--- config.mk ---
export PLATFORM = sky130hd
export DESIGN_NAME = ctr_unit
export DESIGN_NICKNAME = d
export VERILOG_FILES = /design/src/logic/ctr_pkg.sv /design/src/logic/ctr_unit.sv /design/src/logic/ctr_state_reg.sv /design/src/logic/ctr_slice_fsm.sv /design/src/logic/ctr_req_check.sv
export SDC_FILE = /design/constraint.sdc
export NUM_CORES = 1
export LEC_CHECK = 0
export BUFFER_PORTS_ARGS = -buffer_cell sky130_fd_sc_hd__buf_2
export CAP_MARGIN = 30
export CORE_AREA = 2 2 148 150
export CTS_BUF_LIST = sky130_fd_sc_hd__clkbuf_16
export CTS_CLUSTER_DIAMETER = 120
export CTS_CLUSTER_SIZE = 16
export DETAILED_ROUTE_END_ITERATION = 7
export DIE_AREA = 0 0 150 152
export HOLD_SLACK_MARGIN = 0.12
export PLACE_DENSITY_LB_ADDON = 0.3
export SLEW_MARGIN = 40
export SYNTH_ARGS = -nofsm -noshare
export SYNTH_HDL_FRONTEND = slang
export SYNTH_HIERARCHICAL = 1
export SYNTH_SLANG_ARGS = --single-unit
--- constraint.sdc ---
create_clock -name clk_i -period 3.7 [get_ports clk_i]
set_input_delay 0.37 -clock clk_i [delete_from_list [all_inputs] [get_ports clk_i]]
set_output_delay 0.37 -clock clk_i [all_outputs]
set_load 0.03 [all_outputs]
--- src/logic/ctr_pkg.sv ---
//////////////////////////////////////////////////
// Counter unit package
// Counter geometry and the FSM state type shared
// by the counter mode blocks
//////////////////////////////////////////////////

package ctr_pkg;

  //////////////////////////////////////////////////
  // Counter geometry
  //////////////////////////////////////////////////

  // Full counter word
  localparam int unsigned CtrWidth = 128;

  // One slice handled per clock cycle
  localparam int unsigned SliceSizeCtr = 16;

  // Slices per counter word
  localparam int unsigned NumSlicesCtr = CtrWidth / SliceSizeCtr;

  // Slice index width
  localparam int unsigned SliceIdxWidth = $clog2(NumSlicesCtr);

  //////////////////////////////////////////////////
  // FSM state
  //////////////////////////////////////////////////

  // Encodings at least two bit flips apart,
  // so a single upset lands in the default branch
  typedef enum logic [2:0] {
    CTR_IDLE  = 3'b011,
    CTR_INCR  = 3'b101,
    CTR_ERROR = 3'b110
  } ctr_state_e;

endpackage
--- src/logic/ctr_unit.sv ---
//////////////////////////////////////////////////
// Counter unit top level
// Request checker, slice FSM and counter storage
//////////////////////////////////////////////////

`timescale 1ns/1ns

module ctr_unit (
  input  logic                             clk_i,
  input  logic                             rst_ni,

  // Requests on complementary rails
  input  logic                             incr_i,
  input  logic                             incr_ni,
  input  logic                             load_i,
  input  logic                             load_ni,
  input  logic [ctr_pkg::CtrWidth-1:0]     load_data_i,

  // Status and counter
  output logic                             ready_o,
  output logic                             alert_o,
  output logic [ctr_pkg::CtrWidth-1:0]     ctr_o
);

  // Qualified requests and rail errors
  logic incr;
  logic load;
  logic incr_err;
  logic mr_err;

  // FSM to storage
  logic                                  ctr_we;
  logic [ctr_pkg::SliceIdxWidth-1:0]     ctr_slice_idx;
  logic [ctr_pkg::SliceSizeCtr-1:0]      slice_rd;
  logic [ctr_pkg::SliceSizeCtr-1:0]      slice_wr;

  ctr_req_check u_req_check (
    .clk_i      (clk_i),
    .rst_ni     (rst_ni),
    .incr_i     (incr_i),
    .incr_ni    (incr_ni),
    .load_i     (load_i),
    .load_ni    (load_ni),
    .incr_o     (incr),
    .load_o     (load),
    .incr_err_o (incr_err),
    .mr_err_o   (mr_err)
  );

  ctr_slice_fsm u_slice_fsm (
    .clk_i           (clk_i),
    .rst_ni          (rst_ni),
    .incr_i          (incr),
    .ready_o         (ready_o),
    .incr_err_i      (incr_err),
    .mr_err_i        (mr_err),
    .alert_o         (alert_o),
    .ctr_slice_idx_o (ctr_slice_idx),
    .ctr_slice_i     (slice_rd),
    .ctr_slice_o     (slice_wr),
    .ctr_we_o        (ctr_we)
  );

  ctr_state_reg u_state_reg (
    .clk_i           (clk_i),
    .rst_ni          (rst_ni),
    .load_i          (load),
    .ready_i         (ready_o),
    .load_data_i     (load_data_i),
    .alert_i         (alert_o),
    .ctr_we_i        (ctr_we),
    .ctr_slice_idx_i (ctr_slice_idx),
    .ctr_slice_i     (slice_wr),
    .ctr_slice_o     (slice_rd),
    .ctr_o           (ctr_o)
  );

endmodule

--- src/logic/ctr_state_reg.sv ---
//////////////////////////////////////////////////
// Counter storage
// Holds the counter as slice registers with
// whole-word load, slice read and slice write
//////////////////////////////////////////////////

`timescale 1ns/1ns

module ctr_state_reg (
  input  logic                                 clk_i,
  input  logic                                 rst_ni,

  // Whole-word load, gated by ready
  input  logic                                 load_i,
  input  logic                                 ready_i,
  input  logic [ctr_pkg::CtrWidth-1:0]         load_data_i,

  // Freeze after an error
  input  logic                                 alert_i,

  // Slice access from the FSM
  input  logic                                 ctr_we_i,
  input  logic [ctr_pkg::SliceIdxWidth-1:0]    ctr_slice_idx_i,
  input  logic [ctr_pkg::SliceSizeCtr-1:0]     ctr_slice_i,
  output logic [ctr_pkg::SliceSizeCtr-1:0]     ctr_slice_o,

  // Full counter value
  output logic [ctr_pkg::CtrWidth-1:0]         ctr_o
);

  // Counter as packed slices, slice 0 least significant
  logic [ctr_pkg::NumSlicesCtr-1:0][ctr_pkg::SliceSizeCtr-1:0] ctr_q;

  // Qualified write enables
  logic load_en;
  logic slice_en;

  //////////////////////////////////////////////////
  // Write control
  //////////////////////////////////////////////////

  // No writes at all once alerted
  assign load_en  = load_i & ready_i & ~alert_i;
  assign slice_en = ctr_we_i & ~alert_i;

  always_ff @(posedge clk_i or negedge rst_ni) begin
    if (!rst_ni) begin
      ctr_q <= '0;
    end else if (load_en) begin
      ctr_q <= load_data_i;
    end else if (slice_en) begin
      ctr_q[ctr_slice_idx_i] <= ctr_slice_i;
    end
  end

  //////////////////////////////////////////////////
  // Read side
  //////////////////////////////////////////////////

  // Addressed slice back to the FSM
  assign ctr_slice_o = ctr_q[ctr_slice_idx_i];

  // Whole word out
  assign ctr_o = ctr_q;

  //////////////////////////////////////////////////
  // Assertions
  //////////////////////////////////////////////////

  // Ready from the FSM keeps loads and slice writes apart
  load_vs_write_a : assert property (
    @(posedge clk_i) disable iff (!rst_ni)
    (load_i && ready_i) |-> !ctr_we_i
  );

endmodule

--- src/logic/ctr_slice_fsm.sv ---
//////////////////////////////////////////////////
// Counter slice FSM
// Adds one to the counter a slice per cycle,
// carry passed upward, with a terminal error state
//////////////////////////////////////////////////

`timescale 1ns/1ns

module ctr_slice_fsm (
  input  logic                                 clk_i,
  input  logic                                 rst_ni,

  // Request side
  input  logic                                 incr_i,
  output logic                                 ready_o,
  input  logic                                 incr_err_i,
  input  logic                                 mr_err_i,
  output logic                                 alert_o,

  // Counter storage side
  output logic [ctr_pkg::SliceIdxWidth-1:0]    ctr_slice_idx_o,
  input  logic [ctr_pkg::SliceSizeCtr-1:0]     ctr_slice_i,
  output logic [ctr_pkg::SliceSizeCtr-1:0]     ctr_slice_o,
  output logic                                 ctr_we_o
);

  // State and slice walk
  ctr_pkg::ctr_state_e                   state_d, state_q;
  logic [ctr_pkg::SliceIdxWidth-1:0]     slice_idx_d, slice_idx_q;
  logic                                  carry_d, carry_q;

  // Slice sum with carry out on top
  logic [ctr_pkg::SliceSizeCtr:0]        slice_sum;

  //////////////////////////////////////////////////
  // Slice adder
  //////////////////////////////////////////////////

  assign slice_sum   = {1'b0, ctr_slice_i} +
                       {{ctr_pkg::SliceSizeCtr{1'b0}}, carry_q};
  assign ctr_slice_o = slice_sum[ctr_pkg::SliceSizeCtr-1:0];

  //////////////////////////////////////////////////
  // Control
  //////////////////////////////////////////////////

  always_comb begin
    // Output defaults
    ready_o  = 1'b0;
    ctr_we_o = 1'b0;
    alert_o  = 1'b0;

    // Hold by default
    state_d     = state_q;
    slice_idx_d = slice_idx_q;
    carry_d     = carry_q;

    case (state_q)
      ctr_pkg::CTR_IDLE: begin
        ready_o = 1'b1;
        if (incr_i) begin
          // Start at the least significant slice, adding one
          slice_idx_d = '0;
          carry_d     = 1'b1;
          state_d     = ctr_pkg::CTR_INCR;
        end
      end

      ctr_pkg::CTR_INCR: begin
        // Write back the sum and step to the next slice
        ctr_we_o    = 1'b1;
        slice_idx_d = slice_idx_q + ctr_pkg::SliceIdxWidth'(1);
        carry_d     = slice_sum[ctr_pkg::SliceSizeCtr];
        if (slice_idx_q == ctr_pkg::SliceIdxWidth'(ctr_pkg::NumSlicesCtr - 1)) begin
          state_d = ctr_pkg::CTR_IDLE;
        end
      end

      ctr_pkg::CTR_ERROR: begin
        // Terminal, left only through reset
        alert_o = 1'b1;
      end

      default: begin
        // Corrupted state code
        alert_o = 1'b1;
        state_d = ctr_pkg::CTR_ERROR;
      end
    endcase

    // Rail faults override everything
    if (incr_err_i || mr_err_i) begin
      state_d = ctr_pkg::CTR_ERROR;
    end
  end

  //////////////////////////////////////////////////
  // Registers
  //////////////////////////////////////////////////

  always_ff @(posedge clk_i or negedge rst_ni) begin
    if (!rst_ni) begin
      state_q     <= ctr_pkg::CTR_IDLE;
      slice_idx_q <= '0;
      carry_q     <= 1'b0;
    end else begin
      state_q     <= state_d;
      slice_idx_q <= slice_idx_d;
      carry_q     <= carry_d;
    end
  end

  // Current slice address to storage
  assign ctr_slice_idx_o = slice_idx_q;

  //////////////////////////////////////////////////
  // Assertions
  //////////////////////////////////////////////////

  // Only the two working states outside an alert
  state_valid_a : assert property (
    @(posedge clk_i) disable iff (!rst_ni)
    !alert_o |-> state_q inside {ctr_pkg::CTR_IDLE, ctr_pkg::CTR_INCR}
  );

  // Busy writing means not ready
  we_not_ready_a : assert property (
    @(posedge clk_i) disable iff (!rst_ni)
    !(ctr_we_o && ready_o)
  );

endmodule

--- src/logic/ctr_req_check.sv ---
//////////////////////////////////////////////////
// Counter request checker
// Qualifies each request strobe by its inverted
// rail and flags rails that agree in value
//////////////////////////////////////////////////

`timescale 1ns/1ns

module ctr_req_check (
  input  logic clk_i,
  input  logic rst_ni,

  // Increment request, true and inverted rail
  input  logic incr_i,
  input  logic incr_ni,

  // Load request, true and inverted rail
  input  logic load_i,
  input  logic load_ni,

  // Qualified strobes
  output logic incr_o,
  output logic load_o,

  // Rail errors
  output logic incr_err_o,
  output logic mr_err_o
);

  //////////////////////////////////////////////////
  // Rail comparison
  //////////////////////////////////////////////////

  // Equal rails point to a glitch or a fault
  assign incr_err_o = (incr_i == incr_ni);
  assign mr_err_o   = (load_i == load_ni);

  // Strobes only pass on clean rails
  assign incr_o = incr_i & ~incr_err_o;
  assign load_o = load_i & ~mr_err_o;

  //////////////////////////////////////////////////
  // Assertions
  //////////////////////////////////////////////////

  // Qualified increment never together with its error
  incr_no_err_a : assert property (
    @(posedge clk_i) disable iff (!rst_ni)
    incr_err_o |-> !incr_o
  );

  // Qualified load never together with its error
  load_no_err_a : assert property (
    @(posedge clk_i) disable iff (!rst_ni)
    mr_err_o |-> !load_o
  );

endmodule

# Word level (Yosys, flattened, before mapping)
# Index checks and enable logic that the tools add are counted.
# W data, S select, Z words.
dict set report op_classes {
  n_addsub 2
  magnitude_cmp 2
  eq_ne 10
  mux 18
  n_bitwise 7
  reduce_logical 7
}
# cell n
set ops {}
lappend ops {{$mux W128} 2}
lappend ops {{$bwmux W128} 1}
lappend ops {{$bmux W16 S3} 1}
lappend ops {{$demux W16 S3} 1}
lappend ops {{$mux W16} 2}
lappend ops {{$add A16 B1 Y17} 1}
lappend ops {{$mux W3} 4}
lappend ops {{$eq A3 B3 Y1 const B} 3}
lappend ops {{$pmux W3 S3} 1}
lappend ops {{$pmux W3 S2} 1}
lappend ops {{$and A1 B1 Y1} 5}
lappend ops {{$lt A3 B4 Y1 const B} 1}
lappend ops {{$mux W1} 4}
lappend ops {{$reduce_bool A2 Y1} 2}
lappend ops {{$add A3 B1 Y3 const B} 1}
lappend ops {{$eq A3 B2 Y1 const B} 1}
lappend ops {{$ge A3 B1 Y1 const B} 1}
lappend ops {{$ne A3 B1 Y1 const B} 1}
lappend ops {{$ne A3 B2 Y1 const B} 1}
lappend ops {{$reduce_and A3 Y1} 1}
lappend ops {{$eq A1 B1 Y1} 2}
lappend ops {{$ne A2 B1 Y1 const B} 1}
lappend ops {{$ne A2 B2 Y1 const B} 1}
lappend ops {{$not A1 Y1} 2}
lappend ops {{5 further kinds} 5}
dict set report totals {
  regBits 135
  input_bits 134
  output_inout_bits 130
  word_cells 57
}

# Depth between registers and ports, before layout
dict set report logic_depth {
  word_depth 7
  ltp_mapped 15
}

# Cells and area by module
# The synthesis kept the hierarchy.
# mod instances cells_each area_per_inst_um2 seq_area_each_um2
set by_module_without_submodules {}
lappend by_module_without_submodules {ctr_state_reg 1 859 8634.5 3203.1}
lappend by_module_without_submodules {ctr_slice_fsm 1 84 701.9 177.7}
lappend by_module_without_submodules {ctr_req_check 1 4 32.5 0.0}

# Least setup slack after synthesis
# Ideal clock, no wire load.
dict set report synth_path {
  path_kind {reg2reg}
  from {register u_slice_fsm.slice_idx_q, in the netlist u_slice_fsm/ctr_slice_idx_o[1]}
  to {register u_state_reg.ctr_q, in the netlist u_state_reg/ctr_o[30]}
  setup_time_ns 0.065
  arrival_time_ns 3.090
  slack_ns 0.545
  stages_incl_launch_ff 12
  n_path_buf 3
  cell_sequence {dfrtp_1 > buf_4 > clkbuf_1 > clkbuf_1 > a221oi_1 > o21ai_0 > nand4_4 > nor4_2 > xor2_1 > nand2_1 > o31ai_1 > mux2_4}
}
# item line_no
set synth_rtl {}
lappend synth_rtl {{start, declared} ctr_slice_fsm.sv:29} ;# logic [ctr_pkg::SliceIdxWidth-1:0] slice_idx_d, slice_idx_q;
lappend synth_rtl {{start signal, assigned} ctr_slice_fsm.sv:108} ;# slice_idx_q <= slice_idx_d;
lappend synth_rtl {{$bmux W16 S3} ctr_state_reg.sv:61} ;# assign ctr_slice_o = ctr_q[ctr_slice_idx_i];
lappend synth_rtl {{$mux W16 (not written as such)} ctr_state_reg.sv:61}
lappend synth_rtl {{named net slice_rd, one bit} ctr_unit.sv:34} ;# logic [ctr_pkg::SliceSizeCtr-1:0] slice_rd;
lappend synth_rtl {{$add A16 B1 Y17} ctr_slice_fsm.sv:39} ;# assign slice_sum = {1'b0, ctr_slice_i} +
lappend synth_rtl {{named net slice_wr, one bit} ctr_unit.sv:35} ;# logic [ctr_pkg::SliceSizeCtr-1:0] slice_wr;
lappend synth_rtl {{$bwmux W128} ctr_state_reg.sv:52} ;# ctr_q[ctr_slice_idx_i] <= ctr_slice_i;
lappend synth_rtl {{$mux W128} ctr_state_reg.sv:51} ;# end else if (slice_en) begin
lappend synth_rtl {{$mux W128} ctr_state_reg.sv:49} ;# end else if (load_en) begin
lappend synth_rtl {{end signal, assigned} ctr_state_reg.sv:50} ;# ctr_q <= load_data_i;
lappend synth_rtl {{end signal, assigned by index} ctr_state_reg.sv:52}
lappend synth_rtl {{end, declared} ctr_state_reg.sv:32} ;# logic [ctr_pkg::NumSlicesCtr-1:0][ctr_pkg::SliceSizeCtr-1:0] ctr_q;
# The timed path passes the listed nets, and every way through them passes these cells. The select of a mux whose other input is x is not followed.
# A chain may end at the register's enable or synchronous reset.

# Worst setup path after layout
dict set report layout_path {
  from {register u_slice_fsm.slice_idx_q, in the netlist u_slice_fsm/ctr_slice_idx_o[0]}
  to {register u_state_reg.ctr_q, in the netlist u_state_reg/ctr_o[21]}
}
# Same word-level chain as after synthesis.

==> metrics.md <==
| Metric | Value |
|---|---|
| Ratio of cells with drive above 1 in the final layout | `0.390` |
| Antenna diode instance count | `0` |
| Main area contributors after synthesis | `dfrtp_1 (36%), mux2_2 (7.5%), nand4b_1 (6.0%), and4b_1 (5.1%), o31ai_1 (5.1%)` |
| Slew margin rel. | `0.463` |
| Vias after detailed routing | `9,511` |
| Synthesized instance count | `947` |
| Area of the die | `0.0228 mm²` |
| Crit path max fanout | `44` |
| Vias per cell | `6.49` |
| Setup Viol. Count Final | `0` |
| P_leak | `5.58 nW` |
| RSZ-0062 raised after global routing | `no` |
| Syn Area/Cell | `9.89 µm²` |
| Post-route setup TNS | `0 ns` |
| Fin. Hold Viols | `0` |
| FILL cells | `between 1,500 and 2,000` |
| Worst-margin pin slew | `0.800 ns` |
| Sequential element share of the synthesized area | `0.361` |
| Die H | `152 µm` |
| Worst-path cell chain | `mux2_2 -> a221oi_1 -> o221ai_1 -> nand3_1 -> nor2_1 -> xor2_1 -> nand2_1 -> o31ai_1 -> mux2_4` |
| Pwr/cell area | `around 280 mW/mm²` |
| Flop pwr share | `0.443` |
| Clock power share | `0.517` |
| Post-synth ARST share | `1.00` |
| Pint | `2.58 mW` |
| Die width | `150 µm` |
| Routed WL | `36,100 µm` |
| R2R Path End | `u_state_reg/ctr_o[21]` |
| CP arrival | `approximately 4 ns` |
| Initial Util | `0.439` |
| Status | `finished clean` |
| Most frequent cells in the layout | `buf_2 (262), dfrtp_1 (130), inv_1 (75)` |
| Antenna viol nets, final | `0` |
| H-tree depth | `4` |
| RD Place Congestion | `0.938` |
| Post-synth EDFFs | `0` |
| Synthesized net count | `1,087` |
| Antenna violations before repair | `0` |
| Clk sinks | `approximately 140` |
| Vias in the first global route | `8,815` |
| P_sw | `0.751 mW` |
| CTS tree | `done` |
| Top FF cell, synth | `dfrtp_1` |
| Latest clock arrival within the worst-skew pair | `~0.43 ns` |
| Endpoint class of the critical path | `flip-flop` |
| Worst Hold Class | `input pin to flip-flop` |
| First-pass GRT wire length | `54,000 µm` |
| Drt wl/cell | `24.6 µm` |
| Setup Skew | `between 0.009 and 0.01 ns` |
| P&R area growth vs syn | `25.2%` |
| Setup crit start kind | `flip-flop` |
| Synth warn | `6` |
| Max-slew violations | `0` |
| CP Buf/Inv Count | `0` |
| Gr ovfl total | `0` |
| RR Startpoint | `u_slice_fsm/ctr_slice_idx_o[0]` |
| Num CTS Buffers | `17` |
| R2r setup slk | `0.16 ns` |
| Root Driver | `clkbuf_16` |
| Clk buf depth | `2` |
| Netlist cell types | `60` |
| Worst setup path class | `flip-flop to flip-flop` |
| Drt drc | `0` |
| Largest net degree at the start of global routing | `98` |
| Cell taking the most area after synthesis | `dfrtp_1` |
| Family with the most delay on the worst path | `compound AO/OA/AOI/OAI gates` |
| DR pass1 iterations | `6` |
| DR iter-0 viols | `956` |
| Fin crit share | `0.956` |
| Share of the synthesized area in the top cell type | `0.355` |
| GR Util All Layers | `0.310` |
| Fin nets | `1,314` |
| Sw Share | `0.226` |
| Hold wc startpoint | `load_data_i[124]` |
| Worst Reg-to-Reg Cells | `9` |
| Hold Path Stages | `3` |
| Cell row count | `54` |
| Hold path endpoint | `u_state_reg/ctr_o[124]` |
| Slowest CP cell | `dfrtp_4` |
| Mapped cell area | `between 0.009 and 0.01 mm²` |
| Minimum clock period | `3.54 ns` |
| Achievable Freq | `0.283 GHz` |
| Core area | `approximately 0.021 mm²` |
| Critical path's largest stage delay | `0.75 ns` |
| Worst endpoint required time | `4.07 ns` |
| Commonest non-fill, non-tap cell in the layout | `buf_2` |
| IO Pins | `between 200 and 300` |
| Port Buf Inserts | `263` |
| Total power | `3.33 mW` |
| Combinational power share | `0.040` |
| Worst IR Drop VDD | `229 µV` |
| Clk slew on worst S/H paths | `roughly 0.06 ns` |
| Yosys reg bits | `about 140` |
| Dpl hpwl | `26,500 µm` |
| Number of max-cap violations | `0` |
==> power by group through the flow <==
stage | logic, mW | registers [mW] | clock network [mW]
5_1_grt | 0.147 | 1.48 | 1.80
2_1_floorplan | 0.0178 | 1.50 | 0
3_3_place_gp | 0.131 | 1.50 | 0
3_5_place_dp | 0.133 | 1.50 | 0
4_1_cts | 0.134 | 1.48 | 1.74
6_report | 0.133 | 1.48 | 1.72
==> stage by stage <==
stage / setup slack, ns / utilization / instances / hold WS, ns / cell area (µm²)
after global routing: 0.0215 / 0.549 / 1466 / 0.240 / 11700
after global placement: 0.347 / 0.516 / 1430 / 0.495 / 11000
after CTS: 0.232 / 0.546 / 1465 / 0.212 / 11700
final: 0.164 / 0.549 / 1466 / 0.224 / 11700
after floorplan: 0.545 / - / 947 / 0.0744 / 9370
after detailed placement: 0.239 / 0.518 / 1433 / 0.460 / 11100
==> repair_timing <==
action / in CTS / in global routing
endpoints found under the setup margin: 0 / 15
gates resized for setup: 0 / 8
hold buffers: 1 / 0
hold endpoints to repair: 93 / 0
setup buffers: 0 / 0
==> cell type report <==
class / count / area [µm²] / area share
clock buffers: 17 / 425 / 0.0363
clock inverters: 14 / 160 / 0.0137
inverters: 77 / 289 / 0.0246
multi-input cells: 627 / 5310 / 0.453
flip-flops and latches: 135 / 3390 / 0.289
well taps: 280 / 350 / 0.0299
repair buffers: 316 / 1800 / 0.154
==> synthesized netlist by cell type (all sizes together), types with 3 or more instances <==
cell and instances:
a211oi 10, a21oi 5, a221oi 27, a22oi 4
a31oi 33, a41oi 16, and2 4, and3b 3
and4 16, and4b 48, buf 38, clkbuf 70
dfrtp 133, ha 6, inv 75, mux2 79
mux2i 17, mux4 10, nand2 39, nand2b 19
nand3 8, nand3b 4, nand4 3, nand4b 64
nor2 11, nor2b 23, nor3 4, nor4 5
o21ai 4, o22ai 73, o31ai 64, or3b 3
xnor2 4, xor2 10
==> worst max path at each step <==
stage,from,endpoint,slack [ns],cells past startpoint
finish,u_slice_fsm/ctr_slice_idx_o[0],u_state_reg/ctr_o[21],0.16,9
global route,u_slice_fsm/ctr_slice_idx_o[0],u_state_reg/ctr_o[12],0.02,10
CTS,u_slice_fsm/ctr_slice_idx_o[0],u_state_reg/ctr_o[29],0.23,10
detailed placement,u_slice_fsm/ctr_slice_idx_o[0],u_state_reg/ctr_o[15],0.24,10
global placement,u_slice_fsm/ctr_slice_idx_o[0],u_state_reg/ctr_o[63],0.35,9
floorplan,u_slice_fsm/ctr_slice_idx_o[1],u_state_reg/ctr_o[30],0.55,11
==> worst min-delay path, delay by kind of cell <==
family,cells,cell delay (ns)
AO/OA/AOI/OAI,1,0.11
buffers and inverters,1,0.07
multiplexers,1,0.05
==> flip-flops by register name (all words and copies together), names as in the netlist <==
register,count
u_slice_fsm/state_q,3
u_state_reg/ctr_o,128
u_slice_fsm/carry_q,1
u_slice_fsm/ctr_slice_idx_o,3
==> per-layer routing <==
layer | global-route usage | wire length [µm] | vias to the layer above
met3 | 0.0568 | 4350 | 87
li1 | - | - | 4125
met1 | 0.462 | 15200 | 4586
met2 | 0.446 | 15200 | 713
met4 | 0.116 | 1270 | 0
met5 | 0 | 0 | -
==> cell families (layout without fill, tap and decap cells) <==
group | Yosys count | in the layout | share of synthesized area
simple gates | 258 | 258 | 0.206
compound gates | 243 | 243 | 0.190
buf+inv | 185 | 424 | 0.0815
flops | 135 | 135 | 0.361
mux | 106 | 106 | 0.141
xor+xnor | 14 | 14 | 0.0131
fa+ha+maj | 6 | 6 | 0.00801
Note: power is estimated with default switching activity, not from simulation.
